===== src/include/mem_config.svh =====
`ifndef MEM_CONFIG_SVH
`define MEM_CONFIG_SVH

//////////////////////////////////////////////////
// widths
//////////////////////////////////////////////////
`define XLEN        64          // data path width
`define ADDR_W      32          // byte address width
`define INSTR_W     32          // one instruction word
`define TYPE_W      3           // load and store type codes
`define RESP_W      2           // bus response width

//////////////////////////////////////////////////
// bus codes
//////////////////////////////////////////////////
`define SIZE_B      2'd0        // byte access
`define SIZE_H      2'd1        // halfword access
`define SIZE_W      2'd2        // word access
`define SIZE_D      2'd3        // doubleword access

`define REQ_READ    1'b0
`define REQ_WRITE   1'b1

`define RESP_OKAY   2'd0        // anything else counts as a fault

`endif

===== src/hw/mem_pkg.sv =====
`include "mem_config.svh"

package mem_pkg;

    //////////////////////////////////////////////////
    // data path vectors
    //////////////////////////////////////////////////
    typedef logic [`XLEN-1:0]    xdata_t;
    typedef logic [`ADDR_W-1:0]  addr_t;
    typedef logic [`INSTR_W-1:0] instr_t;

    //////////////////////////////////////////////////
    // bus control fields
    //////////////////////////////////////////////////
    typedef logic [1:0]          access_size_t;     // SIZE_B .. SIZE_D
    typedef logic                bus_req_t;         // REQ_READ or REQ_WRITE
    typedef logic [`RESP_W-1:0]  bus_resp_t;

    // bit 2 marks unsigned, bits 1:0 give byte/half/word, 3'b100 is a doubleword
    typedef logic [`TYPE_W-1:0]  load_type_t;

    // bit 2 enables the store, bits 1:0 follow the size codes
    typedef logic [`TYPE_W-1:0]  store_type_t;

    //////////////////////////////////////////////////
    // arbiter FSM
    //////////////////////////////////////////////////
    typedef enum logic [1:0] {
        ARB_IDLE,                                   // no owner, data side has priority
        ARB_DATA,                                   // bus locked to the load/store unit
        ARB_FETCH                                   // bus locked to the fetch unit
    } arb_state_e;

endpackage


===== src/hw/mem_bus_if.sv =====
`timescale 1ns/1ns

interface mem_bus_if import mem_pkg::*; ();

    logic           valid;
    logic           ready;
    addr_t          addr;
    xdata_t         wdata;          // already placed in its byte lanes
    access_size_t   size;
    bus_req_t       req;
    xdata_t         rdata;          // arrives in the lane of its address
    bus_resp_t      resp;

    modport requester (
        output valid,
        output addr,
        output wdata,
        output size,
        output req,
        input  ready,
        input  rdata,
        input  resp
    );

    modport arbiter (
        input  valid,
        input  addr,
        input  wdata,
        input  size,
        input  req,
        output ready,
        output rdata,
        output resp
    );

endinterface


===== src/hw/mem_subsystem_top.sv =====
`timescale 1ns/1ns

module mem_subsystem_top import mem_pkg::*; (
    input  logic            clk,
    input  logic            rst,

    // load/store side
    input  logic            intp_en_i,
    input  logic            inst_valid_i,
    input  logic            mem_write_i,
    input  logic            mem_read_i,
    input  store_type_t     store_type_i,
    input  load_type_t      load_type_i,
    input  addr_t           data_addr_i,
    input  xdata_t          write_data_i,
    output xdata_t          read_data_o,
    output logic            access_ok_o,
    output logic            access_fault_o,

    // fetch side
    input  logic            fetch_valid_i,
    input  addr_t           fetch_pc_i,
    output instr_t          fetch_instr_o,
    output logic            fetch_done_o,

    // external memory bus
    output logic            bus_valid_o,
    input  logic            bus_ready_i,
    output addr_t           bus_addr_o,
    output xdata_t          bus_wdata_o,
    output access_size_t    bus_size_o,
    output bus_req_t        bus_req_o,
    input  xdata_t          bus_rdata_i,
    input  bus_resp_t       bus_resp_i
);

    mem_bus_if data_bus ();
    mem_bus_if fetch_bus ();

    lsu_access u_lsu (
        .clk            (clk),
        .rst            (rst),
        .intp_en_i      (intp_en_i),
        .inst_valid_i   (inst_valid_i),
        .mem_write_i    (mem_write_i),
        .mem_read_i     (mem_read_i),
        .store_type_i   (store_type_i),
        .load_type_i    (load_type_i),
        .data_addr_i    (data_addr_i),
        .write_data_i   (write_data_i),
        .read_data_o    (read_data_o),
        .access_ok_o    (access_ok_o),
        .access_fault_o (access_fault_o),
        .bus            (data_bus.requester)
    );

    fetch_access u_fetch (
        .clk            (clk),
        .rst            (rst),
        .fetch_valid_i  (fetch_valid_i),
        .fetch_pc_i     (fetch_pc_i),
        .fetch_instr_o  (fetch_instr_o),
        .fetch_done_o   (fetch_done_o),
        .bus            (fetch_bus.requester)
    );

    bus_arbiter u_arb (
        .clk            (clk),
        .rst            (rst),
        .data_bus       (data_bus.arbiter),
        .fetch_bus      (fetch_bus.arbiter),
        .bus_valid_o    (bus_valid_o),
        .bus_ready_i    (bus_ready_i),
        .bus_addr_o     (bus_addr_o),
        .bus_wdata_o    (bus_wdata_o),
        .bus_size_o     (bus_size_o),
        .bus_req_o      (bus_req_o),
        .bus_rdata_i    (bus_rdata_i),
        .bus_resp_i     (bus_resp_i)
    );

endmodule


===== src/hw/bus_arbiter.sv =====
`timescale 1ns/1ns

module bus_arbiter import mem_pkg::*; (
    input  logic            clk,
    input  logic            rst,

    mem_bus_if.arbiter      data_bus,
    mem_bus_if.arbiter      fetch_bus,

    output logic            bus_valid_o,
    input  logic            bus_ready_i,
    output addr_t           bus_addr_o,
    output xdata_t          bus_wdata_o,
    output access_size_t    bus_size_o,
    output bus_req_t        bus_req_o,
    input  xdata_t          bus_rdata_i,
    input  bus_resp_t       bus_resp_i
);

    arb_state_e state;
    arb_state_e state_n;
    logic       sel_data;

    //////////////////////////////////////////////////
    // owner select
    //////////////////////////////////////////////////
    always_comb begin
        case (state)
            ARB_DATA:  sel_data = 1'b1;
            ARB_FETCH: sel_data = 1'b0;
            default:   sel_data = data_bus.valid;       // data side wins a tie
        endcase
    end

    always_comb begin
        state_n = state;
        case (state)
            ARB_IDLE: begin
                if (bus_valid_o && !bus_ready_i) begin
                    state_n = sel_data ? ARB_DATA : ARB_FETCH;
                end
            end
            ARB_DATA: begin
                // an interrupt can withdraw the data request, which frees the bus too
                if (bus_ready_i || !data_bus.valid) begin
                    state_n = ARB_IDLE;
                end
            end
            ARB_FETCH: begin
                if (bus_ready_i) begin
                    state_n = ARB_IDLE;
                end
            end
            default: state_n = ARB_IDLE;
        endcase
    end

    always_ff @(posedge clk) begin
        if (rst) begin
            state <= ARB_IDLE;
        end else begin
            state <= state_n;
        end
    end

    //////////////////////////////////////////////////
    // request mux and response fan-out
    //////////////////////////////////////////////////
    assign bus_valid_o = sel_data ? data_bus.valid : fetch_bus.valid;
    assign bus_addr_o  = sel_data ? data_bus.addr  : fetch_bus.addr;
    assign bus_wdata_o = sel_data ? data_bus.wdata : fetch_bus.wdata;
    assign bus_size_o  = sel_data ? data_bus.size  : fetch_bus.size;
    assign bus_req_o   = sel_data ? data_bus.req   : fetch_bus.req;

    assign data_bus.ready  = sel_data & bus_ready_i;    // the loser just sees a stall
    assign fetch_bus.ready = ~sel_data & bus_ready_i;

    assign data_bus.rdata  = bus_rdata_i;
    assign data_bus.resp   = bus_resp_i;
    assign fetch_bus.rdata = bus_rdata_i;
    assign fetch_bus.resp  = bus_resp_i;

    // a stalled transfer keeps its owner until ready
    a_owner_locked : assert property (
        @(posedge clk) disable iff (rst)
        (bus_valid_o && !bus_ready_i) |=> $stable(sel_data)
    );

endmodule


===== src/hw/fetch_access.sv =====
`timescale 1ns/1ns
`include "mem_config.svh"

module fetch_access import mem_pkg::*; (
    input  logic            clk,
    input  logic            rst,

    input  logic            fetch_valid_i,
    input  addr_t           fetch_pc_i,
    output instr_t          fetch_instr_o,
    output logic            fetch_done_o,

    mem_bus_if.requester    bus
);

    addr_t  pc_r;
    logic   pending;
    logic   handshake;

    //////////////////////////////////////////////////
    // request side
    //////////////////////////////////////////////////
    assign bus.valid = pending;
    assign bus.addr  = pc_r;
    assign bus.wdata = '0;                  // fetches never write
    assign bus.size  = `SIZE_W;
    assign bus.req   = `REQ_READ;

    assign handshake = bus.valid & bus.ready;

    always_ff @(posedge clk) begin
        if (fetch_valid_i) begin
            pc_r <= fetch_pc_i;
        end
    end

    always_ff @(posedge clk) begin
        if (rst) begin
            pending <= 1'b0;
        end else if (fetch_valid_i) begin
            pending <= 1'b1;                // valid goes up the cycle after the pulse
        end else if (handshake) begin
            pending <= 1'b0;
        end
    end

    //////////////////////////////////////////////////
    // response side
    //////////////////////////////////////////////////
    always_ff @(posedge clk) begin
        if (handshake) begin
            // pc bit 2 picks the word half of the doubleword lane
            fetch_instr_o <= pc_r[2] ? bus.rdata[63:32] : bus.rdata[31:0];
        end
    end

    always_ff @(posedge clk) begin
        if (rst || fetch_valid_i) begin
            fetch_done_o <= 1'b0;
        end else if (handshake) begin
            fetch_done_o <= 1'b1;
        end
    end

    // a fetch pulse carries a word aligned program counter
    a_fetch_aligned : assert property (
        @(posedge clk) disable iff (rst)
        fetch_valid_i |-> (fetch_pc_i[1:0] == 2'b00)
    );

endmodule


===== src/hw/lsu_access.sv =====
`timescale 1ns/1ns
`include "mem_config.svh"

module lsu_access import mem_pkg::*; (
    input  logic            clk,
    input  logic            rst,

    input  logic            intp_en_i,
    input  logic            inst_valid_i,
    input  logic            mem_write_i,
    input  logic            mem_read_i,
    input  store_type_t     store_type_i,
    input  load_type_t      load_type_i,
    input  addr_t           data_addr_i,
    input  xdata_t          write_data_i,
    output xdata_t          read_data_o,
    output logic            access_ok_o,
    output logic            access_fault_o,

    mem_bus_if.requester    bus
);

    logic           finished;
    logic           handshake;
    logic           load_unsigned;
    logic           sign_bit;
    logic [5:0]     lane_shift;
    access_size_t   load_size;
    xdata_t         width_mask;
    xdata_t         read_raw;

    //////////////////////////////////////////////////
    // request side
    //////////////////////////////////////////////////
    assign lane_shift = {data_addr_i[2:0], 3'b000};     // byte offset in bits

    always_comb begin
        case (load_type_i[1:0])
            2'b01: begin
                load_size  = `SIZE_B;
                width_mask = 64'h0000_0000_0000_00ff;
            end
            2'b10: begin
                load_size  = `SIZE_H;
                width_mask = 64'h0000_0000_0000_ffff;
            end
            2'b11: begin
                load_size  = `SIZE_W;
                width_mask = 64'h0000_0000_ffff_ffff;
            end
            default: begin
                load_size  = `SIZE_D;                   // 3'b100, the full doubleword
                width_mask = '1;
            end
        endcase
    end

    assign bus.valid = (mem_write_i | mem_read_i) & ~finished & ~intp_en_i;
    assign bus.addr  = data_addr_i;
    assign bus.wdata = write_data_i << lane_shift;
    assign bus.size  = (mem_write_i & store_type_i[2]) ? store_type_i[1:0] : load_size;
    assign bus.req   = mem_write_i ? `REQ_WRITE : `REQ_READ;

    assign handshake = bus.valid & bus.ready;

    //////////////////////////////////////////////////
    // response side
    //////////////////////////////////////////////////
    always_ff @(posedge clk) begin
        if (handshake && mem_read_i) begin
            read_raw <= bus.rdata >> lane_shift;        // bring the addressed bytes to bit 0
        end
    end

    assign load_unsigned = load_type_i[2];

    always_comb begin
        case (load_size)
            `SIZE_B: sign_bit = read_raw[7];
            `SIZE_H: sign_bit = read_raw[15];
            `SIZE_W: sign_bit = read_raw[31];
            default: sign_bit = read_raw[63];
        endcase
    end

    // upper bytes of the shifted word belong to neighbours and are replaced
    assign read_data_o = (read_raw & width_mask)
                       | ({`XLEN{sign_bit & ~load_unsigned}} & ~width_mask);

    always_ff @(posedge clk) begin
        if (rst || inst_valid_i) begin
            finished <= 1'b0;
        end else if (handshake) begin
            finished <= 1'b1;                           // held until the next instruction
        end
    end

    always_ff @(posedge clk) begin
        if (rst || inst_valid_i) begin
            access_fault_o <= 1'b0;
        end else if (handshake && bus.resp != `RESP_OKAY) begin
            access_fault_o <= 1'b1;
        end
    end

    // a pending interrupt cancels the access and reports it done at once
    assign access_ok_o = finished | intp_en_i;

    // once on the bus the request holds until ready, unless an interrupt cancels it
    a_req_hold : assert property (
        @(posedge clk) disable iff (rst)
        (bus.valid && !bus.ready && !intp_en_i) |=>
            (intp_en_i || (bus.valid && $stable(bus.addr)))
    );

endmodule


===== config.mk =====
export PLATFORM = sky130hd
export DESIGN_NAME = mem_subsystem_top
export DESIGN_NICKNAME = d
export VERILOG_FILES = /design/src/hw/mem_pkg.sv /design/src/hw/mem_bus_if.sv /design/src/hw/mem_subsystem_top.sv /design/src/hw/bus_arbiter.sv /design/src/hw/fetch_access.sv /design/src/hw/lsu_access.sv
export VERILOG_INCLUDE_DIRS = /design/src /design/src/include
export SDC_FILE = /design/constraint.sdc
export NUM_CORES = 1
export LEC_CHECK = 0
export ABC_AREA = 1
export BUFFER_PORTS_ARGS = -buffer_cell sky130_fd_sc_hd__buf_2
export CAP_MARGIN = 20
export CORE_MARGIN = 10
export CORE_UTILIZATION = 48
export DETAILED_ROUTE_END_ITERATION = 10
export GPL_TIMING_DRIVEN = 0
export HOLD_SLACK_MARGIN = 0.05
export PLACE_DENSITY = 0.82
export SLEW_MARGIN = 0
export SYNTH_ARGS = -nofsm -noshare
export SYNTH_HDL_FRONTEND = slang
export SYNTH_SLANG_ARGS = --single-unit

===== constraint.sdc =====
create_clock -name clk -period 5.4 [get_ports clk]
set_input_delay 0.81 -clock clk [delete_from_list [all_inputs] [get_ports clk]]
set_output_delay 0.81 -clock clk [all_outputs]
set_load 0.02 [all_outputs]

==> out/metrics.cfg, run 1 <==
[synth]
synth_async_sr_flop_share_pct = 0
synth_top_cell_by_area = edfxtp_1
synth_area_leaders = edfxtp_1, nand2_1, o21ai_1, nand3_1, o21ai_0
yosysWarnings = 0
synth_edf_count = 128
synth_top_flop_cell = edfxtp_1
ys_seq_area_share_pct = 43.6
synthCells = 1285
synthDistinctLibCells = 30
postSynthRegisterBits = 134
syn_nets = 1500
syn_area_sq_um = 9100
netlist.area_leader.share_pct = 42.2
synth_area_per_cell_sq_um = 7.08

[grt]
gr-usage-all-layers_pct = 34.6
grt_pass1_wl_mm = 64.6
grt_pass1_vias = 10800
grt_remaining_overflow = 0
grt_max_degree = 39
antenna_found_initial = 5

[pwr]
p_leak_nw = 6.18
peakVddDrop_uv = 391
powerDensity_nw_per_um2 = 402

[timing]
rsz0062_at_grt = no
final-setup-viol-count = 0
timing.final.crit_share_pct = 65.1
worstMarginPinSlew_ps = 818
setup_ws_ps = 1880
finalClockSkew_ps = 10.8
finalHoldViolCount = 0
period_minus_slack_ps = 3520
slew_viol_final = 0
hold_slack_ps = 474
max_freq_mhz = 284
setup_tns_ps = 0
slew_headroom_pct = 45.4

[routing]
ant_nets = 0
drt_iter0_drc = 1204
vias_per_cell = 5.60
drc = 0
totalWireLength_mm = 44.4
vias = 11000
wl_per_cell_microns = 22.6
detail_route.first_pass.iterations = 6

[layout]
stdcell_area_sq_um = 12100
syn2layout_area_growth_pct = 32.6
layout-drive-gt1-share_pct = 30.0
finalNetCount = 1926
instances_no_fill = 1963

[clocking]
post_cts_buffers = 0
ctsHoldBuffers = 0
postCtsResizedCells = 0
path_clk_slew_ps = 70
cts_sinks = 134
tritoncts = yes
clockRootBuffer = clkbuf_16
numCtsBuffers = 17
clock_latency_ps = 430
cts_htree_levels = 4
clock_path_buffers = 2

[floorplan]
die_x_microns = 158
die_area_sq_um = 24900
die_h_microns = 158
io_pins = 407
initial_core_util_pct = 48.6
row_count = 50
core_sq_um = 18700

[worst_setup_path]
worstPathRequired_ps = 4590
critPathMaxFanout = 10
crit_type = in -> out
endpoint_kind = output pin
arrival_ps = 2710
worst_setup_path_start_kind = input port

[place]
dp.cells = 1926
hpwlAfterDp_mm = 36.0
dpl_cell_area_sq_um = 11500
io_buffers = 405
pre_cts_slack_ps = 1960
finalWeightedCongestion = 1.02

[hold_path]
hp-class = reg -> reg

[run_status]
outcome = finished clean

[flow_run]
maxCapViolCount = 0

==> report_power, final <==
part	leakage [nW]	internal, W	switching (W)
Sequential	1.25	0.00125	0.0000271
Clock	0.275	0.000614	0.000532
Combinational	4.66	0.000703	0.00173
Total	6.18	0.00256	0.00229
==> cell families after synthesis <==
| group | share of synthesized area, % |
|---|---|
| compound gates | 13.2 |
| fa+ha+maj | 0.963 |
| buf+inv | 9.24 |
| flops | 43.6 |
| mux | 1.54 |
| simple gates | 31.5 |
==> final cells by class <==
class | instances | area (sq um)
multi-input cells | 965 | 4300
diodes | 5 | 12.5
repair buffers | 407 | 2070
fillers | 1672 | 6640
plain buffers | 103 | 529
clock buffers | 17 | 425
well taps | 234 | 293
inverters | 83 | 312
clock inverters | 15 | 158
flip-flops and latches | 134 | 3960
==> final timing paths <==
check                      start                 end  slack, ps  cells past startpoint
setup / recovery  data_addr_i[1]     bus_wdata_o[46]       1880                      7
hold / removal    u_lsu.finished      u_lsu.finished        470                      2
setup reg to reg  u_arb.state[0]  u_lsu.read_raw[35]       2970                      8
hold reg to reg   u_lsu.finished      u_lsu.finished        470                      2
==> flip-flops by register name (all words and copies together) (netlist names) <==
name and flops:
u_lsu.read_raw 64, u_fetch.bus.addr 32, u_fetch.fetch_instr_o 32, u_arb.state 2, u_fetch.bus.valid 1, u_fetch.fetch_done_o 1, u_lsu.access_fault_o 1, u_lsu.finished 1
==> critical path, stage by stage <==
cell	delay (ps)
buf_2	120
inv_2	110
buf_2	270
buf_1	600
nand2_1	200
o21ai_0	340
buf_2	250
==> cells in the mapped netlist, types with 10 or more instances <==
cell type	count
nand3_1	89
a21oi_1	18
inv_1	75
mux2i_1	14
clkbuf_1	35
o21ai_0	65
nand2_1	536
buf_2	33
o21ai_1	108
edfxtp_1	128
buf_4	23
nor2_1	78
buf_1	10
==> cell usage in the layout, fill, tap and decap left out, types with 4 or more instances in the layout <==
cell type    n
clkbuf_16   17
edfxtp_1   128
inv_6        4
ha_1         7
clkbuf_1    35
o21a_1       7
inv_1       75
buf_1       10
nand4_1      9
mux2i_1     14
or2_2        5
dfxtp_1      6
o21ai_1    108
o21ai_0     65
diode_2      5
buf_2      438
o211ai_1     8
o22ai_1      5
inv_2        8
a21oi_1     18
nor2_1      77
buf_4       23
nand3_1     89
nand2_1    536
==> metal layers <==
layer | GRT usage (%) | vias up | share of wire (%)
met5 | 0 | - | 0.029
met4 | 16.6 | 2 | 4.2
met3 | 8.17 | 136 | 11
met2 | 57.5 | 797 | 48
met1 | 41.3 | 4987 | 36
li1 | - | 5064 | -
==> metrics by stage <==
| stage | utilization (%) | power [W] |
|---|---|---|
| detailed placement | 61.3 | 0.00370 |
| CTS | 64.5 | 0.00483 |
| global route | 64.5 | 0.00507 |
| floorplan | - | 0.00276 |
| finish | 64.5 | 0.00485 |
| global placement | 61.0 | 0.00367 |
No activity file was read; power rests on OpenSTA's default activity.
==> run 2, diff against run 1 <==
- clock period: 5.4 -> 3.7 ns (I/O delays scaled with it)
==> run 2 against run 1 <==
- sequential share of layout area about the same
- clock-buffer cell count unchanged
- first-iteration DRC count down 2.0%
- clock skew down 3.6 ps
- largest cell class unchanged
- largest power group unchanged
==> out/metrics.cfg, run 2 (synthesized netlist as in run 1, its figures left out) <==
[place]
hpwlAfterDp_mm = 35.1  ; -2.6%
dp.cells = 1926  ; unchanged
io_buffers = 405  ; unchanged
finalWeightedCongestion = 1.00  ; -1.5%
pre_cts_slack_ps = 791  ; -1170 ps

[clocking]
clock_path_buffers = 2  ; unchanged
clockRootBuffer = clkbuf_16
ctsHoldBuffers = 0  ; unchanged
clock_latency_ps = 430  ; about the same
numCtsBuffers = 17  ; unchanged
cts_htree_levels = 4  ; unchanged
post_cts_buffers = 0  ; unchanged
cts_sinks = 134  ; unchanged
path_clk_slew_ps = 70  ; about the same
postCtsResizedCells = 0  ; unchanged
tritoncts = yes

[worst_setup_path]
slowest_stage = dfxtp_1
worstPathRequired_ps = 3140  ; -1450 ps
arrival_ps = 2540  ; -170 ps
crit_path_max_incr_delay_ps = 370  ; -230 ps
worst_setup_path_start_kind = flip-flop
endpoint_kind = output pin
crit_type = reg -> out
path_cells = inv_1 -> ha_1 -> nand2_1 -> nand2_2 -> inv_2 -> nand2_2 -> buf_2 -> o21ai_0 -> buf_2
critPathMaxFanout = 10  ; unchanged

[layout]
regMostFlops = u_lsu.read_raw
layout_commonest_cell = nand2_1
instances_no_fill = 1964  ; +0.051%
layout-drive-gt1-share_pct = 30.0  ; unchanged
mostFrequentLayoutCells = nand2_1, buf_2, edfxtp_1
syn2layout_area_growth_pct = 32.7  ; about the same
largest_register_ffs = 64  ; unchanged
finalNetCount = 1926  ; unchanged
final_util_pct = 64.6  ; about the same
fill_cells = 1664  ; -0.48%

[grt]
gr-usage-all-layers_pct = 34.0  ; -0.61 points
grt_remaining_overflow = 0  ; unchanged
grt_pass1_vias = 10900  ; +1.1%
antenna_found_initial = 8  ; +3
grt_pass1_wl_mm = 63.9  ; -1.1%
grt_max_degree = 37  ; -5.1%

[timing]
worstMarginPinSlew_ps = 900  ; +82.9 ps
slew_viol_final = 0  ; unchanged
max_freq_mhz = 323
hold_slack_ps = 292  ; -182 ps
timing.final.crit_share_pct = 83.5
finalClockSkew_ps = 7.23  ; -3.58 ps
setup_tns_ps = 0  ; unchanged
rsz0062_at_grt = no
finalHoldViolCount = 0  ; unchanged
slew_headroom_pct = 40.0  ; -5.4 points
final-setup-viol-count = 0  ; unchanged
setup_ws_ps = 609  ; -1280 ps
period_minus_slack_ps = 3090

[routing]
drc = 0  ; unchanged
totalWireLength_mm = 43.3  ; -2.5%
vias = 11000  ; +0.25%
ant_nets = 0  ; unchanged
vias_per_cell = 5.61  ; +0.20%
detail_route.first_pass.iterations = 7  ; +1
drt_iter0_drc = 1180  ; -2.0%
wl_per_cell_microns = 22.0  ; -2.6%

[floorplan]
core_sq_um = 18700  ; unchanged
io_pins = 407  ; unchanged
die_x_microns = 158  ; unchanged
die_h_microns = 158  ; unchanged
row_count = 50  ; unchanged
initial_core_util_pct = 48.6  ; unchanged
die_area_sq_um = 24900  ; unchanged

[pwr]
peakVddDrop_uv = 536  ; +37%
powerDensity_nw_per_um2 = 587  ; +46%
p_leak_nw = 6.18  ; about the same

[hold_path]
hp-class = in -> reg

[run_status]
outcome = finished clean

[flow_run]
maxCapViolCount = 0  ; unchanged

## run 2: changes by cell type in the layout (fill, tap and decap cells not counted)
cell | previous run | this run
diode_2 | 5 | 6
clkinv_8 | 3 | 1
bufinv_16 | 0 | 1
clkinvlp_4 | 3 | 4
## run 2: final cells by class
cell class / count / area, sq um / share of cell area [%]
antenna: 6 / 15.0 / 0.124
buffer: 103 / 529 / 4.38
clock buffer: 17 / 425 / 3.52
clock inverter: 15 / 163 / 1.35
inverter: 83 / 312 / 2.58
multi-input combinational: 965 / 4300 / 35.6
sequential: 134 / 3960 / 32.8
tap: 234 / 293 / 2.42
timing repair buffer: 407 / 2070 / 17.2
## run 2: through the flow
stage	instance area [sq um]	total power, W
finish	12100	0.00709
detailed placement	11500	0.00538
global route	12100	0.00745
CTS	12100	0.00706
global placement	11400	0.00533
floorplan	9100	0.00402
## run 2: final timing paths
| check | startpoint | endpoint | slack (ps) | cells after the start |
|---|---|---|---|---|
| setup / recovery | u_arb.state[0] | bus_wdata_o[40] | 610 | 9 |
| hold / removal | fetch_pc_i[12] | u_fetch.bus.addr[12] | 290 | 1 |
| setup reg to reg | u_arb.state[0] | u_lsu.read_raw[0] | 1250 | 8 |
| hold reg to reg | u_lsu.finished | u_lsu.finished | 470 | 2 |
## run 2: power breakdown
part / switching [W] / leakage, nW / internal [W]
clock: 0.000748 / 0.276 / 0.000952
sequential: 0.0000407 / 1.25 / 0.00182
combinational: 0.00251 / 4.66 / 0.00103
total: 0.00330 / 6.18 / 0.00380
## run 2: worst max-delay path: cells and delay by family, from the launching register on
family,cells,cell delay [ps]
AOI/OAI and AO/OA,1,330
and+or+nand+nor,3,400
buffers and inverters,4,680
DFF,1,370
adders and majority gates,1,340
## run 2: layer usage
| metal | global-route usage [%] | routed length, microns | part of all wire, % | up-vias |
|---|---|---|---|---|
| met3 | 8.74 | 4890 | 11 | 152 |
| met4 | 17.4 | 2200 | 5.1 | 4 |
| met5 | 0 | 27 | 0.062 | - |
| met1 | 39.4 | 15400 | 36 | 4950 |
| met2 | 56.9 | 20800 | 48 | 838 |
| li1 | - | - | - | 5070 |
==> run 3, diff against run 2 <==
- ABC_AREA: 1 -> 0
- CORE_UTILIZATION: 48 -> 49
- PLACE_DENSITY: 0.82 -> 0.83
- clock period: 3.7 -> 3 ns (I/O delays scaled with it)
==> run 3 against run 2 <==
- utilization is 1.4 points higher
- synthesized cell count is 24% lower
- largest cell class unchanged
- clock power is 24% higher
- critical path type is now in -> out
- wire length is 1.9% higher
- non-clock buffer count is 15 lower
==> out/metrics.cfg, run 3 <==
[run_status]
outcome = finished clean

[clocking]
cts_sinks = 134  ; unchanged
numCtsBuffers = 17  ; unchanged
cts_htree_levels = 4  ; unchanged
clock_latency_ps = 440  ; about the same
ctsHoldBuffers = 0  ; unchanged
clockRootBuffer = clkbuf_16
clock_path_buffers = 2  ; unchanged
path_clk_slew_ps = 60  ; about the same
tritoncts = yes

[worst_setup_path]
cp_common_cell = buf_2
path_cells = buf_2 -> inv_1 -> buf_2 -> buf_1 -> nand3_2 -> nor2_1 -> buf_2
slowest_stage = buf_1
crit_path_max_incr_delay_ps = 640  ; +270 ps
crit_type = in -> out
worst_setup_path_start_kind = input port
endpoint_kind = output pin
critPathMaxFanout = 10  ; unchanged
arrival_ps = 2510  ; -30 ps
worstPathRequired_ps = 2550  ; -590 ps
rrSetupSlack_ps = 350  ; -900 ps

[routing]
vias = 9916  ; -10%
wl_per_cell_microns = 26.7  ; +21%
drc = 0  ; unchanged
vias_per_cell = 5.99  ; +6.8%
ant_nets = 0  ; unchanged
totalWireLength_mm = 44.1  ; +1.9%
detail_route.first_pass.iterations = 6  ; -1
drt_iter0_drc = 1170  ; -0.85%

[timing]
finalClockSkew_ps = 17.9  ; +10.7 ps
final-setup-viol-count = 0  ; unchanged
finalHoldViolCount = 0  ; unchanged
period_minus_slack_ps = 2960
max_freq_mhz = 337
timing.final.crit_share_pct = 98.8
setup_ws_ps = 36.2  ; -573 ps
worstMarginPinSlew_ps = 918  ; +17.2 ps
slew_headroom_pct = 38.8  ; -1.1 points
rsz0062_at_grt = no
slew_viol_final = 0  ; unchanged

[layout]
instances_no_fill = 1655  ; -16%
layout_commonest_cell = buf_2
regArea_sq_um = 3960  ; unchanged
regMostFlops = u_lsu.read_raw
finalNetCount = 1616  ; -16%
multi_input_area_sq_um = 4880  ; +13%
largest_register_ffs = 64  ; unchanged
final_util_pct = 66.0  ; +1.4 points
syn2layout_area_growth_pct = 31.7
mostFrequentLayoutCells = buf_2, nand2_1, edfxtp_1
layout-drive-gt1-share_pct = 42.1  ; +12 points
fill_cells = 1563  ; -6.1%

[floorplan]
die_area_sq_um = 25100  ; +1.0%
initial_core_util_pct = 50.1  ; +1.4 points
core_sq_um = 18800  ; +0.33%
die_h_microns = 158  ; +0.52%
io_pins = 407  ; unchanged
die_x_microns = 158  ; +0.52%
row_count = 50  ; unchanged

[synth]
synthTopCellsByCount = nand2_1, edfxtp_1, mux2i_1
syn_nets = 1191  ; -21%
muxShareOfSynthArea_pct = 24.1  ; +23 points
ys_seq_area_share_pct = 42.2  ; -1.4 points
synth_top_family_by_area = multiplexers
synth_area_leaders = edfxtp_1, mux2i_1, nand2_1, mux2_2, mux4_2
synth_area_per_cell_sq_um = 9.63  ; +36%
syn_area_sq_um = 9400  ; +3.3%
synthDistinctLibCells = 46  ; +53%
synth_async_sr_flop_share_pct = 0  ; unchanged
synthCells = 976  ; -24%
yosysMostFrequentCell = nand2_1
postSynthRegisterBits = 134  ; unchanged
synth_top_cell_by_area = edfxtp_1
synth_edf_count = 128  ; unchanged
synth_xor_area_share_pct = 0  ; unchanged
synth_top_flop_cell = edfxtp_1
netlist.area_leader.share_pct = 40.9  ; -1.3 points
synthSimpleGateAreaFrac_pct = 15.9  ; -16 points
synth_compound_area_share_pct = 10.7  ; -2.4 points
synth_fa_ha_area_share_pct = 0.932  ; -0.031 points
yosysWarnings = 0  ; unchanged

[pwr]
peakVddDrop_uv = 432  ; -19%
powerDensity_nw_per_um2 = 491  ; -16%
power.total_w = 0.00608  ; -14%
p_leak_nw = 6.00  ; -2.9%

[grt]
grt_remaining_overflow = 0  ; unchanged
grt_max_degree = 38  ; +2.7%
grt_pass1_wl_mm = 62.3  ; -2.5%
gr-usage-all-layers_pct = 33.5  ; -0.51 points
antenna_found_initial = 8  ; unchanged
grt_pass1_vias = 9839  ; -9.7%

[place]
hpwlAfterDp_mm = 35.5  ; +1.1%
dp.cells = 1615  ; -16%
io_buffers = 403  ; -0.49%
finalWeightedCongestion = 1.03  ; +2.7%
pre_cts_slack_ps = -117  ; -908 ps

[flow_run]
maxCapViolCount = 0  ; unchanged

[hold_path]
hp-class = in -> reg

## run 3: cells by family after synthesis
family          count (synthesis)
simple gates                  358
mux                           190
compound gates                163
flops                         134
buf+inv                       124
fa+ha+maj                       7
## run 3: path summary, 6_finish.rpt
check	start	to	depth (start not counted)
min reg2reg	u_lsu.finished	u_lsu.finished	2
min	fetch_pc_i[2]	u_fetch.bus.addr[2]	1
max	data_addr_i[2]	bus_wdata_o[12]	7
max reg2reg	u_arb.state[0]	u_lsu.read_raw[54]	6
## run 3: critical path: cells and delay by family
family | cells | cell delay, ps
AND/OR/NAND/NOR | 2 | 720
buffers and inverters | 5 | 1340
## run 3: repair_timing
action	4_1_cts	5_1_grt
buffers inserted	3	0
pin swaps	1	0
setup endpoints to repair	61	46
gates cloned	0	0
resized for setup	5	12
## run 3: through the flow
stage	TNS [ps]	hold slack, ps	cell area, sq um
2_1_floorplan	0	420	9400
3_3_place_gp	-260	436	11700
3_5_place_dp	-225	458	11700
4_1_cts	0	180	12400
5_1_grt	0	184	12400
6_report	0	192	12400
## run 3: report_power, final
part | leakage (nW) | switching, W | internal [W]
combinational | 4.48 | 0.00115 | 0.000631
sequential | 1.25 | 0.0000255 | 0.00216
clock | 0.270 | 0.000876 | 0.00123
## run 3: area by class of cell
cell class,count,area share (%)
antenna,7,0.141
buffer,87,3.60
clock buffer,18,3.47
clock inverter,14,1.24
inverter,35,1.06
multi-input combinational,718,39.4
sequential,134,32.0
tap,234,2.36
timing repair buffer,408,16.7
## run 3: metal layers
layer	vias up	part of all wire [%]	wire, microns	global-route usage (%)
li1	4346	-	-	-
met1	4669	38	16600	42.6
met2	787	46	20300	52.3
met3	110	13	5700	10.7
met4	4	3.3	1470	12.1
met5	-	0.059	26	0
